===== src/common/ooo_cfg.svh =====
// sizes of the out-of-order core and its register spaces
`ifndef OOO_CFG_SVH
`define OOO_CFG_SVH

// architectural register file
`define ARF_SIZE 32      // visible registers
`define ZERO_REG 31      // hardwired zero, never renamed

// physical register file
`define PRF_SIZE 64      // renamed registers, half of them free after reset

// window structures
`define ROB_SIZE 16      // in-flight operations
`define RS_SIZE 8        // waiting operations

// datapath
`define DATA_WIDTH 64    // operand and result width
`define IMM_WIDTH 16     // zero-extended immediate field

`endif

===== src/common/ooo_pkg.sv =====
// index, function and bus types shared across the rename core
`include "ooo_cfg.svh"

package ooo_pkg;

	typedef logic [$clog2(`ARF_SIZE)-1:0] arn_t;      // architectural register index
	typedef logic [$clog2(`PRF_SIZE)-1:0] prn_t;      // physical register index
	typedef logic [$clog2(`ROB_SIZE)-1:0] rob_idx_t;  // reorder buffer slot
	typedef logic [`DATA_WIDTH-1:0] data_t;           // operand / result

	typedef enum logic [2:0] {
		ALU_ADD = 3'd0,
		ALU_SUB = 3'd1,
		ALU_AND = 3'd2,
		ALU_OR  = 3'd3,
		ALU_XOR = 3'd4,
		ALU_SLL = 3'd5    // shift by opb[5:0]
	} alu_func_t;

	// decoded op as presented at dispatch
	typedef struct packed {
		alu_func_t              alu_func;
		arn_t                   arn_dest;
		arn_t                   arn_opa;
		arn_t                   arn_opb;
		logic                   opb_is_imm;   // take imm instead of arn_opb
		logic [`IMM_WIDTH-1:0]  imm;          // zero extended
	} dispatch_op_t;

	// op after rename, held in the station
	typedef struct packed {
		alu_func_t  alu_func;
		logic       has_dest;
		prn_t       prn_dest;
		prn_t       prn_old;
		rob_idx_t   rob_idx;
		data_t      opa_value;
		logic       opa_ready;
		prn_t       opa_tag;
		data_t      opb_value;
		logic       opb_ready;
		prn_t       opb_tag;
	} renamed_op_t;

	// result bus, single writer
	typedef struct packed {
		logic      valid;
		prn_t      tag;
		rob_idx_t  rob_idx;
		data_t     value;
	} cdb_t;

	// retirement report
	typedef struct packed {
		arn_t   arn_dest;
		logic   wr_en;
		data_t  value;
	} commit_t;

endpackage


===== src/rename/free_list.sv =====
// circular queue of unallocated physical registers
`timescale 1ns/1ns
`include "ooo_cfg.svh"

module free_list
	import ooo_pkg::*;
(
	input  logic  clock,
	input  logic  arst_n,
	input  logic  alloc,         // pop at rename
	output prn_t  alloc_prn,     // head of queue
	output logic  empty,
	input  logic  release_en,    // push at retire
	input  prn_t  release_prn
);

	localparam int FL_DEPTH = `PRF_SIZE - `ARF_SIZE;   // max free prns at any time

	typedef logic [$clog2(FL_DEPTH)-1:0] fl_ptr_t;
	typedef logic [$clog2(FL_DEPTH):0] fl_cnt_t;

	prn_t     queue [FL_DEPTH];
	fl_ptr_t  head;
	fl_ptr_t  tail;
	fl_cnt_t  count;

	assign alloc_prn = queue[head];
	assign empty     = count == '0;

	always_ff @(posedge clock or negedge arst_n) begin
		if (!arst_n) begin
			for (int i = 0; i < FL_DEPTH; i++) begin
				queue[i] <= prn_t'(`ARF_SIZE + i);   // upper half starts free
			end
			head  <= '0;
			tail  <= '0;   // wraps to head when full
			count <= fl_cnt_t'(FL_DEPTH);
		end else begin
			if (alloc) begin
				head <= head + fl_ptr_t'(1);
			end
			if (release_en) begin
				queue[tail] <= release_prn;
				tail        <= tail + fl_ptr_t'(1);
			end
			if (alloc && !release_en) begin
				count <= count - fl_cnt_t'(1);
			end else if (release_en && !alloc) begin
				count <= count + fl_cnt_t'(1);
			end
		end
	end

	// dispatch must stall before the pool runs dry
	a_no_alloc_empty: assert property (@(posedge clock) disable iff (!arst_n)
		alloc |-> !empty);

endmodule


===== config.mk =====
export PLATFORM = sky130hd
export DESIGN_NAME = free_list
export DESIGN_NICKNAME = d
export VERILOG_FILES = /design/src/common/ooo_pkg.sv /design/src/rename/free_list.sv
export VERILOG_INCLUDE_DIRS = /design/src /design/src/common
export SDC_FILE = /design/constraint.sdc
export NUM_CORES = 1
export LEC_CHECK = 0
export ABC_AREA = 0
export BUFFER_PORTS_ARGS = -buffer_cell sky130_fd_sc_hd__buf_2
export CAP_MARGIN = 20
export CORE_MARGIN = 2
export CORE_UTILIZATION = 29
export CTS_BUF_LIST = sky130_fd_sc_hd__clkbuf_2 sky130_fd_sc_hd__clkbuf_4 sky130_fd_sc_hd__clkbuf_8
export CTS_CLUSTER_SIZE = 8
export DETAILED_ROUTE_END_ITERATION = 8
export GPL_TIMING_DRIVEN = 0
export SETUP_SLACK_MARGIN = 0.4
export SLEW_MARGIN = 20
export SYNTH_ARGS = -nofsm -noshare
export SYNTH_HDL_FRONTEND = slang
export SYNTH_SLANG_ARGS = --single-unit

===== constraint.sdc =====
create_clock -name clock -period 2.48 [get_ports clock]
set_clock_uncertainty 0.05 [all_clocks]
set_input_delay 0.372 -clock clock [delete_from_list [all_inputs] [get_ports clock]]
set_output_delay 0.372 -clock clock [all_outputs]
set_load 0.01 [all_outputs]

# Word level (Yosys, flattened, before mapping)
# Cells that the tools add are included.
dict set report word_totals {
  input_bits 10
  wordCells 59
  output_inout_bits 7
  reg_bits 208
}
dict set report classes {
  order_cmp 3
  addsub 4
  n_bitwise 2
  reduce_logical 7
  mux 8
}
# operator count
set op_table {}
lappend op_table {{$bwmux 192} 1}
lappend op_table {{$bmux 6 s5} 1}
lappend op_table {{$demux 6 s5} 1}
lappend op_table {{$mux 6} 5}
lappend op_table {{$ge 6x6->1 const B} 2}
lappend op_table {{$not 5->6} 2}
lappend op_table {{$add 5x1->5 const B} 2}
lappend op_table {{$add 6x1->6 const B} 1}
lappend op_table {{$logic_not 6->1} 1}
lappend op_table {{$lt 6x1->1 const B} 1}
lappend op_table {{$sub 6x1->6 const B} 1}
lappend op_table {{$logic_and 1x1->1} 3}
lappend op_table {{$logic_not 1->1} 2}
lappend op_table {{$reduce_bool 2->1} 1}

# Depth between registers and ports, before layout
# Gate-level depths: netlist of run 1.
dict set report depth {
  word_depth 6
  depth_mapped 11
  depth_no_buf 8
}

# Least setup slack after synthesis of run 1
# Ideal clock, no wire load.
dict set report synth_timing {
  kind {input to register}
  startpoint {input release_en}
  endpoint {register count[4]}
  path_stages 11
  required_time_ns 2.286
  setup_time_ns 0.144
  path_slack_ns 0.145
  arrival_time_ns 2.141
  n_path_buf 3
  path_cell_list {buf_2 buf_2 inv_1 ha_1 clkbuf_1 xor2_1 ha_1 nand2b_1 a21oi_1 a2111oi_1 xor2_1}
}
dict set report synth_between {
  elab_chain_cells 3
  elab_cells_between_ends 5
}
# item line_no
set synth_lines {}
lappend synth_lines {{start, declared} free_list.sv:13} ;# input logic release_en,
lappend synth_lines {{$logic_not 1->1} free_list.sv:46} ;# if (alloc && !release_en) begin
lappend synth_lines {{$logic_and 1x1->1} free_list.sv:46}
lappend synth_lines {{$mux 6 or $reduce_bool 2->1 (tied branches)} -}
lappend synth_lines {{end signal, assigned} free_list.sv:37} ;# count <= fl_cnt_t'(FL_DEPTH);
lappend synth_lines {{end signal, assigned} free_list.sv:47} ;# count <= count - fl_cnt_t'(1);
lappend synth_lines {{end signal, assigned} free_list.sv:49} ;# count <= count + fl_cnt_t'(1);
lappend synth_lines {{end, declared} free_list.sv:25} ;# fl_cnt_t count;
# Several ways; a longest one is shown, not always the timed one.
# A chain may end at the register's enable or synchronous reset.

# Final worst setup path of run 1
dict set report layout_timing {
  startpoint {register head[0]}
  endpoint {output alloc_prn[4]}
}
dict set report layout_between {
  elab_chain_cells 4
}
# item line_no
set layout_lines {}
lappend layout_lines {{start, declared} free_list.sv:23} ;# fl_ptr_t head;
lappend layout_lines {{start signal, assigned} free_list.sv:40} ;# head <= head + fl_ptr_t'(1);
lappend layout_lines {{$not 5->6 (not written as such)} free_list.sv:27} ;# assign alloc_prn = queue[head];
lappend layout_lines {{$bmux 6 s5} free_list.sv:27}
lappend layout_lines {{$mux 6 (not written as such) (2 in series)} free_list.sv:27}
lappend layout_lines {{end, declared} free_list.sv:11} ;# output prn_t alloc_prn,
# No other way between the ends. The select of a mux whose other input is x is not followed.

==> results of run 1 <==
cells by family (layout without fill, tap and decap cells):
family / after synthesis / after routing
AND/OR/NAND/NOR: 86 / 86
XOR/XNOR: 12 / 12
AO/OA/AOI/OAI: 52 / 52
multiplexers: 254 / 254
flip-flops: 208 / 208
adder cells (fa/ha/maj): 8 / 8
buffers and inverters: 49 / 162
layer usage:
| layer | GRT usage [%] | part of all wire [%] | routed length [um] | up-vias |
|---|---|---|---|---|
| li1 | - | - | - | 2673 |
| met1 | 20.9 | 45 | 11900 | 3322 |
| met2 | 23.4 | 46 | 12100 | 147 |
| met3 | 2.97 | 5.5 | 1440 | 58 |
| met4 | 6.22 | 3.5 | 927 | 2 |
| met5 | 0 | 0.049 | 13 | - |
through the flow:
step	power, W	utilization [%]	worst slack [ns]	instance area, um2	std cells
global placement	0.0113	31.5	-2.57	10600	1133
global route	0.0171	36.4	-0.501	12200	1230
floorplan	0.00982	-	0.406	9960	669
CTS	0.0160	35.9	-0.453	12100	1225
finish	0.0162	36.4	-0.468	12200	1230
detailed placement	0.0115	31.7	-0.554	10700	1135
worst max path at each step:
stage / slack [ns] / to / depth (start not counted) / startpoint
4_1_cts: -0.45 / alloc_prn[1] / 7 / head[0]
3_5_place_dp: -0.55 / alloc_prn[1] / 7 / head[1]
6_report: -0.47 / alloc_prn[4] / 7 / head[0]
5_1_grt: -0.50 / alloc_prn[1] / 9 / head[0]
3_3_place_gp: -2.57 / queue[157] / 1 / arst_n
2_1_floorplan: 0.41 / count[4] / 10 / release_en
worst reg2reg max path: stages (launching register included):
cell,delay (ns)
dfrtp_1,0.44
ha_1,0.24
nand2_1,0.08
or2_1,0.35
nand2b_1,0.16
clkbuf_2,0.21
mux2_2,0.36
cell usage in the layout, fill, tap and decap left out, drive strengths merged, types with 2 or more instances in the layout:
master	n
a21oi	8
a31oi	2
dfstp	113
clkbuf	93
o22ai	4
a22o	2
clkinv	2
mux2	194
mux4	36
inv	5
o21ai	4
nand2	10
or3	2
nor3	9
xor2	7
o221ai	6
nand3	15
a211o	2
nand3b	4
nand4	6
nor2b	6
ha	8
xnor2	5
mux2i	24
nor4	3
nand2b	7
or2	2
a22oi	14
nor2	20
buf	59
dfrtp	95
a211oi	7
cells in the mapped netlist (8+ instances only):
library cell    n  share of area [%]
buf_2          10               0.50
dfstp_2       113                 30
clkbuf_1       26               0.98
nor2_4          9                1.0
nand2_1         9               0.34
mux4_2         36                8.2
dfrtp_1        95                 24
nor2_1          9               0.34
ha_1            8                1.0
nand3_1        13               0.65
a21oi_1         8               0.40
mux2_2        184                 21
mux2_1         10                1.1
mux2i_1        24                2.4
a22oi_1        14                1.1
sequential cells by signal (all words and copies together), names as in the netlist:
signal and count:
queue 192, count 6, head 5, tail 5
final cells by class:
class                      count  area share [%]
clock buffer                  65            6.09
inverter                       4           0.123
tap                          448            4.58
multi-input combinational    412            38.9
buffer                        45            2.80
sequential                   208            43.7
clock inverter                 4           0.235
timing repair buffer          44            3.54
power by group:
group          switching (W)  leakage [nW]  internal [W]
combinational        0.00319          2.10       0.00350
sequential          0.000855          2.38       0.00537
clock                0.00142         0.419       0.00189
repair_timing:
item                                    CTS  global route
gates cloned                              2             0
endpoints found under the setup margin   39            56
hold buffers                              1             0
endpoints found under the hold margin    19             0
setup buffers                            18             5
pin swaps                                17             9
gates resized for setup                  87            26
==> impl_metrics.yaml, run 1 <==
outcome:
  status: "complete, but fails checks"
  violations: "setup timing"
yosys:
  ys_seq_area_share_pct: 53.8
  async_reset_ff_share_pct: 100
  synth_top_family_by_area: "multiplexers"
  synth_edf_count: 0
  synth-compound-area-share_pct: 3.71
  syn_area_per_cell_um2: 14.9
  synthMuxAreaShare_pct: 32.5
  ys_seq_elements: 208
  synth_simple_gate_area_share_pct: 5.54
  yosysWarnings: 0
  synth_xor_area_share_pct: 1.06
  syn-cell-area_um2: 9940
  synth_nets: 687
  synthAdderAreaFrac_pct: 1.01
  synth.distinct_cells: 49
  synth-main-ff-cell: "dfstp_2"
  syn_inst: 669
timing:
  timing.final.crit_period_ns: 2.95
  setup_tns_ns: -2.43
  tightestPinTransition_ns: 0.785
  slew-limit-headroom_pct: 47.6
  hold_slack_ns: 0.0841
  final_hold_viol_count: 0
  slew_viol_final: 0
  clock.fmax_mhz: 339
  timing.final.ws_setup_ns: -0.468
  rsz0062_at_grt: "yes"
  setup_viol: 6
  period_share_pct: 119
route:
  route.detailed.drc: 0
  num_vias: 6202
  vias_per_cell: 5.04
  ant_nets: 0
  drt_iter0_drc: 390
  firstDrtPassIters: 4
  post_drt_wl_per_cell_um: 21.4
  wl_um: 26400
worst_setup_path:
  cp.arrival_ns: 2.53
  crit_type: "reg -> out"
  cp-start-kind: "flop"
  cp_slowest_cell: "mux4_2"
  reg2reg_setup_slack_ns: 0.49
  path_buf_inv: 3
  critPathRequiredTime_ns: 2.06
  critical_path.max_stage_delay_ns: 0.49
  r2r-end: "queue[170]"
  cp_top_family: "compound AO/OA/AOI/OAI gates"
  critPathMaxFanout: 5
  reg2reg_from: "tail[0]"
  worstPathCellList: "buf_6 > buf_4 > mux4_2 > a22o_1 > a211oi_4 > a31oi_2 > buf_2"
  endpoint_kind: "primary output"
  reg2reg_depth: 6
cts:
  cts_tree: "built"
  ctsHtreeMaxLevel: 2
  clockBufferDepth: 3
  cts-buffers-inserted: 38
  cts_sinks: 208
  clk_latency_ns: 0.53
  path_clk_slew_ns: 0.06
  root_buffer: "clkbuf_8"
hold_path:
  min_delay_worst_endpoint: "queue[3]"
  min_from: "release_prn[3]"
  hold_depth: 2
  hold_class: "in -> reg"
place:
  dp_hpwl_um: 17400
  gp_congestion: 0.810
  port_buffers: 16
grt:
  grt_usage_pct: 15.2
  antenna_found_initial: 1
  grt_pass1_vias: 6569
  grt_pass1_wl_um: 40700
  grt_max_degree: 81
  grt-ovfl-total: 0
finish:
  drive_gt1_share_pct: 69.7
  seqCellArea_um2: 5350
  syn_to_final_growth_pct: 23.0
  multi_input_area_um2: 4760
  antennaDiodeCount: 0
  finalNetCount: 771
  n_fill_cell: 3194
floorplan:
  rows: 67
  die-height_um: 189
  io_pins: 17
  die-area_um2: 35800
  core_um2: 33600
  die_x_um: 189
  start_util_pct: 29.6
power_and_ir_drop:
  power_density_nw_per_um2: 1330
  cellLeakagePower_nw: 4.90
  vdd.ir_drop.worst_v: 0.000517
run:
  cap_violations: 0
Power figures use the tool's default switching activity.
==> inputs of run 2 (changes only) <==
RECOVER_POWER = 100   (was not set)
==> run 2 against run 1 <==
Compared with the run above:
- the flow finishes with violations (capacitance limit, slew limit, setup timing)
- highest routed layer is now met4
- die area stayed put
- largest power group unchanged
- power barely moved
- worst setup slack worse by 0.0018 ns
- combinational power is essentially flat
- largest cell class unchanged
- wire length grew 0.29%
- final area fell by 0.19%
- clock-buffer cell count unchanged
- global-route usage is the same
- sequential cell count stayed put
==> impl_metrics.yaml, run 2 (synthesis gave the netlist of run 1 again) <==
grt:
  grt_pass1_vias: 6569
  grt_usage_pct: 15.2
  grt_pass1_wl_um: 40700
  grt_max_degree: 81
  antenna_found_initial: 1
  grt-ovfl-total: 0
floorplan:
  die_x_um: 189
  io_pins: 17
  core_um2: 33600
  die-area_um2: 35800
  rows: 67
  start_util_pct: 29.6
  die-height_um: 189
route:
  route.detailed.drc: 0
  drt_iter0_drc: 332
  num_vias: 6201
  ant_nets: 0
  post_drt_wl_per_cell_um: 21.5
  vias_per_cell: 5.04
  firstDrtPassIters: 4
  wl_um: 26500
worst_setup_path:
  endpoint_kind: "primary output"
  cp_top_family: "compound AO/OA/AOI/OAI gates"
  cp.arrival_ns: 2.53
  crit_type: "reg -> out"
  worstPathCellList: "buf_6 > buf_4 > mux4_2 > a22o_1 > a211oi_4 > a31oi_2 > buf_2"
  path_buf_inv: 3
  cp_slowest_cell: "mux4_2"
  cp-start-kind: "flop"
  critical_path.max_stage_delay_ns: 0.49
  critPathRequiredTime_ns: 2.06
  critPathMaxFanout: 5
finish:
  syn_to_final_growth_pct: 22.8
  fin_area_um2: 12200
  top_register: "queue"
  largest_registers: "queue x192, count x6"
  layout_commonest_cell: "mux2_2"
  finalNetCount: 771
  layout_common_cells: "184 x mux2_2, 113 x dfstp_2, 93 x dfrtp_1"
  post-route-util_pct: 36.3
  drive_gt1_share_pct: 69.6
  largest_register_ffs: 192
power_and_ir_drop:
  p_switching_w: 0.00547
  clkPwrFrac_pct: 20.5
  power_frac_seq_pct: 38.4
  pwr-share-comb_pct: 41.2
  p_sw_share_pct: 33.7
  vdd.ir_drop.worst_v: 0.000517
  cellLeakagePower_nw: 4.89
  power_density_nw_per_um2: 1330
  power_w: 0.0162
  p_int_w: 0.0108
outcome:
  status: "complete, but fails checks"
  violations: "capacitance limit, slew limit, setup timing"
cts:
  root_buffer: "clkbuf_8"
  path_clk_slew_ns: 0.06
  cts_sinks: 208
  clk_latency_ns: 0.54
  ctsHtreeMaxLevel: 2
  cts-buffers-inserted: 38
  cts_tree: "built"
  clockBufferDepth: 3
run:
  cap_violations: 1
place:
  dpl_cell_area_um2: 10700
  port_buffers: 16
  dp_hpwl_um: 17400
  gp_congestion: 0.810
timing:
  clock.fmax_mhz: 339
  setup_viol: 6
  tightestPinTransition_ns: 1.81
  slew_viol_final: 71
  final_hold_viol_count: 0
  timing.final.crit_period_ns: 2.95
  timing.final.ws_setup_ns: -0.469
  rsz0062_at_grt: "yes"
  slew-limit-headroom_pct: -20.5
  period_share_pct: 119
hold_path:
  hold_class: "in -> reg"
-- run 2: cell types whose count changed in the layout (fill, tap and decap cells not counted), sizes merged --
cell	change
diode	+1
buf	-2
clkbuf	+2
-- run 2: through the flow --
stage / TNS (ns) / setup slack (ns) / hold slack, ns / std cells
global placement: -388.81 / -2.57 / 0.419 / 1133
detailed placement: -2.64 / -0.554 / 0.332 / 1135
floorplan: 0 / 0.406 / 0.0264 / 669
global route: -3.86 / -0.501 / 0.0780 / 1231
CTS: -2.49 / -0.453 / 0.0519 / 1225
finish: -2.46 / -0.469 / 0.0804 / 1231
-- run 2: power groups by stage --
stage                     clock, W  sequential, W  combinational (W)
final                      0.00332        0.00622            0.00668
after CTS                  0.00339        0.00618            0.00640
after global placement           0        0.00612            0.00519
after floorplan                  0        0.00591            0.00391
after global routing       0.00356        0.00641            0.00709
after detailed placement         0        0.00619            0.00530
-- run 2: final timing paths --
kind	cells past startpoint	slack (ns)	from	end
worst max-delay path	7	-0.47	head[0]	alloc_prn[4]
worst min-delay path	2	0.08	release_prn[1]	queue[7]
worst max register to register	5	0.48	tail[4]	queue[138]
worst min register to register	1	0.44	queue[148]	queue[148]
max in group asynchronous	3	0.29	arst_n	queue[89]
min in group asynchronous	2	0.82	arst_n	queue[13]
-- run 2: cell type report --
class                   count  area, um2
clock buffers              65        744
clock inverters             4       28.8
fillers                  3197      21400
flip-flops and latches    208       5350
inverters                   4       15.0
multi-input cells         412       4760
diodes                      1       2.50
well taps                 448        561
plain buffers              45        339
repair buffers             44        410
-- run 2: timing repair --
| action | CTS | global route |
|---|---|---|
| cloned | 2 | 0 |
| gates resized for setup | 87 | 26 |
| pin swaps | 17 | 9 |
| setup buffers | 18 | 5 |
| endpoints found under the setup margin | 39 | 56 |
| hold endpoints to repair | 19 | 0 |
| hold buffers | 1 | 0 |
-- run 2: worst register-to-register path, stage by stage (launching register included) --
cell and delay [ns]:
dfrtp_1 0.35, clkbuf_2 0.17, nand2b_1 0.26, nor2_1 0.21
nand3_1 0.41, mux2_2 0.42
-- run 2: per-layer routing --
| metal | share of wire, % | routed length, um | GRT usage (%) | up-vias |
|---|---|---|---|---|
| met2 | 46 | 12200 | 23.4 | 127 |
| met1 | 46 | 12300 | 20.9 | 3355 |
| met4 | 3.3 | 880 | 6.22 | 0 |
| met3 | 4.3 | 1150 | 2.97 | 53 |
| li1 | - | - | - | 2666 |
| met5 | 0 | 0 | 0 | - |
